$ cat src/verilog/searchPkg.sv
package searchPkg;

    //////////////////////////////
    // Widths
    //////////////////////////////

    // Cell values, tags, keys and result values
    typedef logic [7:0] dataWord;

    // Write index and reported cell index
    typedef logic [7:0] cellIndex;

    // Busy cycle counter, wraps at its width
    typedef logic [23:0] cycleCount;

    //////////////////////////////
    // Search operations
    //////////////////////////////

    // Code 3 is illegal
    typedef enum logic [1:0] {
        OP_MAX   = 2'd0,
        OP_MIN   = 2'd1,
        OP_MATCH = 2'd2
    } searchOp;

    //////////////////////////////
    // Array shape and timing
    //////////////////////////////

    // Power of two only
    localparam int CELL_COUNT = 8;

    // log2 of CELL_COUNT, one registered level each
    localparam int TREE_LEVELS = 3;

    // Edges from the start sample to the done edge
    // cell 1 + tree levels + collector 1
    localparam int LATENCY = 5;

endpackage

$ cat src/verilog/memoryCell.sv
module memoryCell #(
    parameter int position = 0
) (
    input  logic               clk,
    input  logic               reset,
    input  logic               write,
    input  searchPkg::cellIndex index,
    input  searchPkg::dataWord  data,
    input  logic               isMetadata,
    input  logic               start,
    input  searchPkg::searchOp  selector,
    input  searchPkg::dataWord  key,
    output logic               candValid,
    output logic               candHit,
    output searchPkg::searchOp  candOp,
    output searchPkg::dataWord  candValue,
    output searchPkg::cellIndex candIndex
);

    searchPkg::dataWord value;
    searchPkg::dataWord tag;
    logic               written;
    logic               selected;
    logic               queryHit;

    assign selected = write && (index == searchPkg::cellIndex'(position));

    // Tag compare only matters for MATCH
    assign queryHit = written &&
                      (selector != searchPkg::OP_MATCH || tag == key);

    // Fixed for the life of the cell
    assign candIndex = searchPkg::cellIndex'(position);

    //////////////////////////////
    // Storage
    //////////////////////////////

    always_ff @(posedge clk) begin
        if (!reset) begin
            value   <= '0;
            tag     <= '0;
            written <= 1'b0;
        end else if (selected) begin
            if (isMetadata) begin
                tag <= data;
            end else begin
                value   <= data;
                written <= 1'b1;
            end
        end
    end

    //////////////////////////////
    // Query candidate
    //////////////////////////////

    // Samples contents from before any write at this same edge
    always_ff @(posedge clk) begin
        if (!reset) begin
            candValid <= 1'b0;
        end else begin
            candValid <= start;
        end
        if (start) begin
            candHit   <= queryHit;
            candOp    <= selector;
            candValue <= value;
        end
    end

    selectorLegal: assert property (
        @(posedge clk) disable iff (!reset)
        start |-> selector inside {searchPkg::OP_MAX, searchPkg::OP_MIN, searchPkg::OP_MATCH}
    );

endmodule

$ cat src/verilog/nodeCombinator.sv
module nodeCombinator (
    input  searchPkg::searchOp  op,
    input  logic               leftHit,
    input  searchPkg::dataWord  leftValue,
    input  searchPkg::cellIndex leftIndex,
    input  logic               rightHit,
    input  searchPkg::dataWord  rightValue,
    input  searchPkg::cellIndex rightIndex,
    output logic               hit,
    output searchPkg::dataWord  value,
    output searchPkg::cellIndex index
);

    logic leftWins;

    // Ties and MATCH go to the left, which holds the lower index
    always_comb begin
        leftWins = 1'b1;
        if (leftHit && rightHit) begin
            case (op)
                searchPkg::OP_MAX: leftWins = (leftValue >= rightValue);
                searchPkg::OP_MIN: leftWins = (leftValue <= rightValue);
                default:           leftWins = 1'b1;
            endcase
        end else begin
            leftWins = leftHit;
        end
    end

    always_comb begin
        hit = leftHit || rightHit;
        if (!hit) begin
            // Empty candidate reads as zero
            value = '0;
            index = '0;
        end else if (leftWins) begin
            value = leftValue;
            index = leftIndex;
        end else begin
            value = rightValue;
            index = rightIndex;
        end
    end

endmodule

$ cat src/verilog/reductionTree.sv
module reductionTree (
    input  logic                                            clk,
    input  logic                                            reset,
    input  logic                                            leafValid,
    input  searchPkg::searchOp                               leafOp,
    input  logic [searchPkg::CELL_COUNT-1:0]                 leafHit,
    input  searchPkg::dataWord [searchPkg::CELL_COUNT-1:0]   leafValue,
    input  searchPkg::cellIndex [searchPkg::CELL_COUNT-1:0]  leafIndex,
    output logic                                            outValid,
    output searchPkg::searchOp                               outOp,
    output logic                                            outHit,
    output searchPkg::dataWord                               outValue,
    output searchPkg::cellIndex                              outIndex,
    output logic                                            busy
);

    localparam int LEVELS = searchPkg::TREE_LEVELS;
    localparam int CELLS  = searchPkg::CELL_COUNT;

    // Entry 0 is the leaves, entry n the registers after level n
    logic                stageValid [LEVELS+1];
    searchPkg::searchOp  stageOp [LEVELS+1];
    logic                nodeHit [LEVELS+1][CELLS];
    searchPkg::dataWord  nodeValue [LEVELS+1][CELLS];
    searchPkg::cellIndex nodeIndex [LEVELS+1][CELLS];

    assign stageValid[0] = leafValid;
    assign stageOp[0]    = leafOp;

    for (genvar leaf = 0; leaf < CELLS; leaf++) begin : leafMap
        assign nodeHit[0][leaf]   = leafHit[leaf];
        assign nodeValue[0][leaf] = leafValue[leaf];
        assign nodeIndex[0][leaf] = leafIndex[leaf];
    end

    //////////////////////////////
    // Merge levels
    //////////////////////////////

    for (genvar lvl = 0; lvl < LEVELS; lvl++) begin : level
        localparam int NODES = CELLS >> (lvl + 1);

        logic               validReg;
        searchPkg::searchOp opReg;

        always_ff @(posedge clk) begin
            if (!reset) begin
                validReg <= 1'b0;
            end else begin
                validReg <= stageValid[lvl];
            end
            opReg <= stageOp[lvl];
        end

        assign stageValid[lvl+1] = validReg;
        assign stageOp[lvl+1]    = opReg;

        for (genvar n = 0; n < NODES; n++) begin : node
            logic                mergedHit;
            searchPkg::dataWord  mergedValue;
            searchPkg::cellIndex mergedIndex;
            logic                hitReg;
            searchPkg::dataWord  valueReg;
            searchPkg::cellIndex indexReg;

            nodeCombinator comb (
                .op(stageOp[lvl]),
                .leftHit(nodeHit[lvl][2*n]),
                .leftValue(nodeValue[lvl][2*n]),
                .leftIndex(nodeIndex[lvl][2*n]),
                .rightHit(nodeHit[lvl][2*n+1]),
                .rightValue(nodeValue[lvl][2*n+1]),
                .rightIndex(nodeIndex[lvl][2*n+1]),
                .hit(mergedHit),
                .value(mergedValue),
                .index(mergedIndex)
            );

            always_ff @(posedge clk) begin
                hitReg   <= mergedHit;
                valueReg <= mergedValue;
                indexReg <= mergedIndex;
            end

            assign nodeHit[lvl+1][n]   = hitReg;
            assign nodeValue[lvl+1][n] = valueReg;
            assign nodeIndex[lvl+1][n] = indexReg;
        end

        stageOpLegal: assert property (
            @(posedge clk) disable iff (!reset)
            stageValid[lvl+1] |->
                stageOp[lvl+1] inside {searchPkg::OP_MAX, searchPkg::OP_MIN, searchPkg::OP_MATCH}
        );
    end

    assign outValid = stageValid[LEVELS];
    assign outOp    = stageOp[LEVELS];
    assign outHit   = nodeHit[LEVELS][0];
    assign outValue = nodeValue[LEVELS][0];
    assign outIndex = nodeIndex[LEVELS][0];

    // Any query sitting in the cells or a stage
    always_comb begin
        busy = 1'b0;
        for (int l = 0; l <= LEVELS; l++) begin
            busy = busy || stageValid[l];
        end
    end

endmodule

$ cat src/verilog/resultCollector.sv
module resultCollector (
    input  logic                 clk,
    input  logic                 reset,
    input  logic                 inValid,
    input  logic                 inHit,
    input  searchPkg::dataWord   inValue,
    input  searchPkg::cellIndex  inIndex,
    input  logic                 busy,
    output logic                 done,
    output logic                 found,
    output searchPkg::dataWord   resultValue,
    output searchPkg::cellIndex  resultIndex,
    output searchPkg::cycleCount busyCycles
);

    always_ff @(posedge clk) begin
        if (!reset) begin
            done        <= 1'b0;
            found       <= 1'b0;
            resultValue <= '0;
            resultIndex <= '0;
        end else begin
            done <= inValid;
            // Held until the next done
            if (inValid) begin
                found       <= inHit;
                resultValue <= inValue;
                resultIndex <= inIndex;
            end
        end
    end

    //////////////////////////////
    // Busy counter
    //////////////////////////////

    always_ff @(posedge clk) begin
        if (!reset) begin
            busyCycles <= '0;
        end else if (busy) begin
            busyCycles <= busyCycles + 1'b1;
        end
    end

    busyStep: assert property (
        @(posedge clk) disable iff (!reset)
        $past(reset) |->
            (busyCycles == $past(busyCycles)) ||
            (busyCycles == searchPkg::cycleCount'($past(busyCycles) + 1'b1))
    );

endmodule

$ cat src/verilog/searchArray.sv
module searchArray (
    input  logic                 clk,
    input  logic                 reset,
    input  logic                 write,
    input  searchPkg::cellIndex  index,
    input  searchPkg::dataWord   data,
    input  logic                 isMetadata,
    input  logic                 start,
    input  searchPkg::searchOp   selector,
    input  searchPkg::dataWord   key,
    output logic                 done,
    output logic                 found,
    output searchPkg::dataWord   resultValue,
    output searchPkg::cellIndex  resultIndex,
    output searchPkg::cycleCount busyCycles
);

    // Valid and op come from cell 0, the others carry the same bits
    logic                                                leafValid;
    searchPkg::searchOp                                  leafOp;
    logic [searchPkg::CELL_COUNT-1:0]                    cellHit;
    searchPkg::dataWord [searchPkg::CELL_COUNT-1:0]      cellValue;
    searchPkg::cellIndex [searchPkg::CELL_COUNT-1:0]     cellIdx;
    logic                                                treeValid;
    logic                                                treeHit;
    searchPkg::dataWord                                  treeValue;
    searchPkg::cellIndex                                 treeIndex;
    logic                                                treeBusy;

    //////////////////////////////
    // Cells
    //////////////////////////////

    memoryCell #(.position(0)) cell0 (
        .clk, .reset, .write, .index, .data, .isMetadata, .start, .selector, .key,
        .candValid(leafValid), .candHit(cellHit[0]), .candOp(leafOp),
        .candValue(cellValue[0]), .candIndex(cellIdx[0])
    );
    memoryCell #(.position(1)) cell1 (
        .clk, .reset, .write, .index, .data, .isMetadata, .start, .selector, .key,
        .candValid(), .candHit(cellHit[1]), .candOp(),
        .candValue(cellValue[1]), .candIndex(cellIdx[1])
    );
    memoryCell #(.position(2)) cell2 (
        .clk, .reset, .write, .index, .data, .isMetadata, .start, .selector, .key,
        .candValid(), .candHit(cellHit[2]), .candOp(),
        .candValue(cellValue[2]), .candIndex(cellIdx[2])
    );
    memoryCell #(.position(3)) cell3 (
        .clk, .reset, .write, .index, .data, .isMetadata, .start, .selector, .key,
        .candValid(), .candHit(cellHit[3]), .candOp(),
        .candValue(cellValue[3]), .candIndex(cellIdx[3])
    );
    memoryCell #(.position(4)) cell4 (
        .clk, .reset, .write, .index, .data, .isMetadata, .start, .selector, .key,
        .candValid(), .candHit(cellHit[4]), .candOp(),
        .candValue(cellValue[4]), .candIndex(cellIdx[4])
    );
    memoryCell #(.position(5)) cell5 (
        .clk, .reset, .write, .index, .data, .isMetadata, .start, .selector, .key,
        .candValid(), .candHit(cellHit[5]), .candOp(),
        .candValue(cellValue[5]), .candIndex(cellIdx[5])
    );
    memoryCell #(.position(6)) cell6 (
        .clk, .reset, .write, .index, .data, .isMetadata, .start, .selector, .key,
        .candValid(), .candHit(cellHit[6]), .candOp(),
        .candValue(cellValue[6]), .candIndex(cellIdx[6])
    );
    memoryCell #(.position(7)) cell7 (
        .clk, .reset, .write, .index, .data, .isMetadata, .start, .selector, .key,
        .candValid(), .candHit(cellHit[7]), .candOp(),
        .candValue(cellValue[7]), .candIndex(cellIdx[7])
    );

    //////////////////////////////
    // Reduction and result
    //////////////////////////////

    reductionTree tree0 (
        .clk, .reset,
        .leafValid, .leafOp,
        .leafHit(cellHit), .leafValue(cellValue), .leafIndex(cellIdx),
        .outValid(treeValid), .outOp(), .outHit(treeHit),
        .outValue(treeValue), .outIndex(treeIndex),
        .busy(treeBusy)
    );

    resultCollector collector0 (
        .clk, .reset,
        .inValid(treeValid), .inHit(treeHit), .inValue(treeValue), .inIndex(treeIndex),
        .busy(treeBusy),
        .done, .found, .resultValue, .resultIndex, .busyCycles
    );

endmodule

$ cat config.mk
export PLATFORM = sky130hd
export DESIGN_NAME = searchArray
export DESIGN_NICKNAME = d
export VERILOG_FILES = /design/src/verilog/searchPkg.sv /design/src/verilog/memoryCell.sv /design/src/verilog/nodeCombinator.sv /design/src/verilog/reductionTree.sv /design/src/verilog/resultCollector.sv /design/src/verilog/searchArray.sv
export SDC_FILE = /design/constraint.sdc
export NUM_CORES = 1
export LEC_CHECK = 0
export BUFFER_PORTS_ARGS = -buffer_cell sky130_fd_sc_hd__buf_2
export CAP_MARGIN = 20
export CORE_UTILIZATION = 30
export CTS_CLUSTER_DIAMETER = 120
export CTS_CLUSTER_SIZE = 10
export DETAILED_ROUTE_END_ITERATION = 8
export GPL_ROUTABILITY_DRIVEN = 0
export PLACE_DENSITY = 0.52
export SYNTH_ARGS = -nofsm -noshare
export SYNTH_HDL_FRONTEND = slang
export SYNTH_SLANG_ARGS = --single-unit
$ cat constraint.sdc
create_clock -name clk -period 3.29 [get_ports clk]
set_clock_uncertainty 0.15 [all_clocks]
set_input_delay 0.658 -clock clk [delete_from_list [all_inputs] [get_ports clk]]
set_output_delay 0.658 -clock clk [all_outputs]
set_load 0.05 [all_outputs]
==> impl_metrics.env <==
export IMPL_final_cell_mix="259 x dfxtp_1, 249 x nand2_1, 108 x inv_1, 102 x a21boi_0, 78 x mux2i_1"
export IMPL_post_drt_wl_per_cell_um=15.9
export IMPL_status="finished, final reports clean"
export IMPL_required_ns=3.60
export IMPL_multi_input_comb_area_mm2=0.00646
export IMPL_post_cts_buffers=0
export IMPL_vias=10100
export IMPL_worstRegToRegCells=8
export IMPL_ctsResizeCount=0
export IMPL_period_needed_ns=2.84
export IMPL_finalPower_mw=8.87
export IMPL_largestRegisters="tree0.level.node.valueReg x48, collector0.busyCycles x24, tree0.level.node.indexReg x12"
export IMPL_rows=80
export IMPL_largest_reg_flops=48
export IMPL_routed_wl_um=34600
export IMPL_p_leak_nw=6.33
export IMPL_endpoint_kind="register"
export IMPL_fmax_mhz=352
export IMPL_relSlewSlack=0.339
export IMPL_drive_gt1_frac=0.102
export IMPL_tns_ns=0
export IMPL_min_from="selector[1]"
export IMPL_cp_data_arrival_time_ns=3.15
export IMPL_fp_coreArea_mm2=0.0478
export IMPL_drv_slew=0
export IMPL_start_util=0.305
export IMPL_synthFlopType="dfxtp_1"
export IMPL_crit_type="register to register"
export IMPL_diodes=0
export IMPL_cts_tree="yes"
export IMPL_hold_path_cell_count=1
export IMPL_largest_register="tree0.level.node.valueReg"
export IMPL_io_pins=73
export IMPL_grt_pass1_vias=10100
export IMPL_ys_seq_area_frac=0.508
export IMPL_drc_errors=0
export IMPL_antenna_found_initial=1
export IMPL_hold_viol=0
export IMPL_ys_warn_count=0
export IMPL_maxCapViolCount=0
export IMPL_grt_max_degree=73
export IMPL_syn_inst=1488
export IMPL_avgSynthCellArea_um2=9.80
export IMPL_syn_to_final_growth_pct=14.4
export IMPL_cts_buffers=39
export IMPL_dp_hpwl_um=23700
export IMPL_crit_end="tree0.level[1].node[1].valueReg[6]"
export IMPL_die_y_um=222
export IMPL_grt_pass1_wl_um=55800
export IMPL_die_x_um=222
export IMPL_fill_cells=4877
export IMPL_synth_seq_cells=333
export IMPL_ff2ff_setup_slack_ns=0.45
export IMPL_post_drt_via_cell_ratio=4.66
export IMPL_htreeDepth=2
export IMPL_rsz0062_at_grt="no"
export IMPL_cts_root_buf="clkbuf_16"
export IMPL_layout_commonest_cell="dfxtp_1"
export IMPL_post_route_period_util=0.863
export IMPL_nets=1630
export IMPL_dieArea_mm2=0.0495
export IMPL_async_reset_ff_frac=0
export IMPL_tightest_slew_ns=0.981
export IMPL_ys_top_cells_by_area="dfxtp_1 36%, edfxtp_1 15%, nand2_1 6.4%"
export IMPL_cp_max_fo=7
export IMPL_ir_worst_vdd_mv=0.322
export IMPL_power_density_mw_per_mm2=532
export IMPL_ys_types=56
export IMPL_rr_endpoint="tree0.level[1].node[1].valueReg[6]"
export IMPL_synth_area_mm2=0.0146
export IMPL_cts_sinks=333
export IMPL_grt_use_total=0.142
export IMPL_critPathLaunchType="register"
export IMPL_worstSkewPairLatency_ns=0.55
export IMPL_grt_overflow=0
export IMPL_port_buffer_count=67
export IMPL_synth_edf_count=74
export IMPL_setup_viol=0
export IMPL_first_iter_violations=467
export IMPL_synth_top_cell_area_share=0.356
export IMPL_ant_nets=0
export IMPL_final_seq_area_mm2=0.00741
export IMPL_dr_pass1_iters=5
export IMPL_cp_startpoint="tree0.level[0].node[3].valueReg[1]"
export IMPL_holdBufCountCts=0
export IMPL_clockBufferDepth=3
export IMPL_synth_top_cell_by_area="dfxtp_1"
export IMPL_worstHoldPathType="input port to register"
export IMPL_timing_rr_start="tree0.level[0].node[3].valueReg[1]"
export IMPL_path_clk_slew_ns=0.05
## cells in the mapped netlist, types with 4 or more instances
| library cell | number |
|---|---|
| a211o_1 | 4 |
| a21boi_0 | 102 |
| a21oi_1 | 29 |
| a22o_1 | 7 |
| a32o_1 | 7 |
| and2_1 | 30 |
| buf_1 | 6 |
| buf_2 | 9 |
| buf_4 | 5 |
| clkbuf_1 | 58 |
| dfxtp_1 | 259 |
| edfxtp_1 | 74 |
| ha_1 | 57 |
| inv_1 | 108 |
| mux2i_1 | 78 |
| nand2_1 | 249 |
| nand2b_1 | 9 |
| nand3_1 | 47 |
| nand3b_1 | 4 |
| nand4_1 | 34 |
| nor2_1 | 21 |
| nor2b_1 | 62 |
| nor3_1 | 10 |
| nor4_1 | 7 |
| o211ai_1 | 20 |
| o21a_1 | 9 |
| o21ai_0 | 30 |
| or2_2 | 11 |
| or3_1 | 8 |
| or4_1 | 4 |
| or4b_2 | 7 |
| xnor2_1 | 52 |
| xor2_1 | 32 |
## routing by layer
metal | up-vias | routed length [um] | global-route usage
met2 | 199 | 15500 | 0.227
met4 | 0 | 1170 | 0.0634
met1 | 4722 | 16600 | 0.189
li1 | 5138 | - | -
met5 | - | 0 | 0
met3 | 79 | 1320 | 0.0231
## critical path: stages, from the launching register on
cell and delay (ns):
dfxtp_1 0.36, inv_1 0.06, ha_1 0.31, nor2b_1 0.14
o31ai_1 0.37, a21oi_1 0.20, o211a_1 0.29, o31ai_2 0.56
a22o_1 0.33
## metrics by stage
step	instance area, um2	std cells	util	hold slack [ns]	setup WS, ns
floorplan	14600	1492	-	0.193	0.800
global placement	15600	2116	0.326	0.254	0.504
detailed placement	15600	2116	0.326	0.252	0.450
CTS	16700	2177	0.349	0.143	0.458
global route	16700	2177	0.349	0.157	0.224
finish	16700	2177	0.349	0.170	0.450
## kinds of logic (layout without fill, tap and decap cells)
kind of cell,Yosys count,after routing,synth area share
adders and majority gates,57,57,0.0489
and+or+nand+nor,523,523,0.179
DFF,333,333,0.508
other,1,5,0.000257
xor gates and xnor gates,84,84,0.0505
buffers and inverters,186,256,0.0499
muxes,79,79,0.0543
AOI/OAI and AO/OA,225,225,0.109
## report_power, final
part,internal (mW),switching [mW]
Sequential,4.29,0.0790
Combinational,0.242,0.402
Clock,2.20,1.66
## worst min-delay path by stage
stage,endpoint,slack [ns]
3_5_place_dp,tree0.level[1].opReg[1],0.25
6_report,cell0.candOp[1],0.17
3_3_place_gp,tree0.level[1].opReg[1],0.25
4_1_cts,cell0.candOp[1],0.14
2_1_floorplan,tree0.level[0].opReg[0],0.19
5_1_grt,cell0.candOp[1],0.16
## area by class of cell
type	count	share of cell area
flip-flops and latches	333	0.444
multi-input cells	973	0.387
clock buffers	57	0.0625
well taps	615	0.0461
repair buffers	87	0.0322
inverters	108	0.0243
clock inverters	4	0.00345
Power figures use the tool's default switching activity.
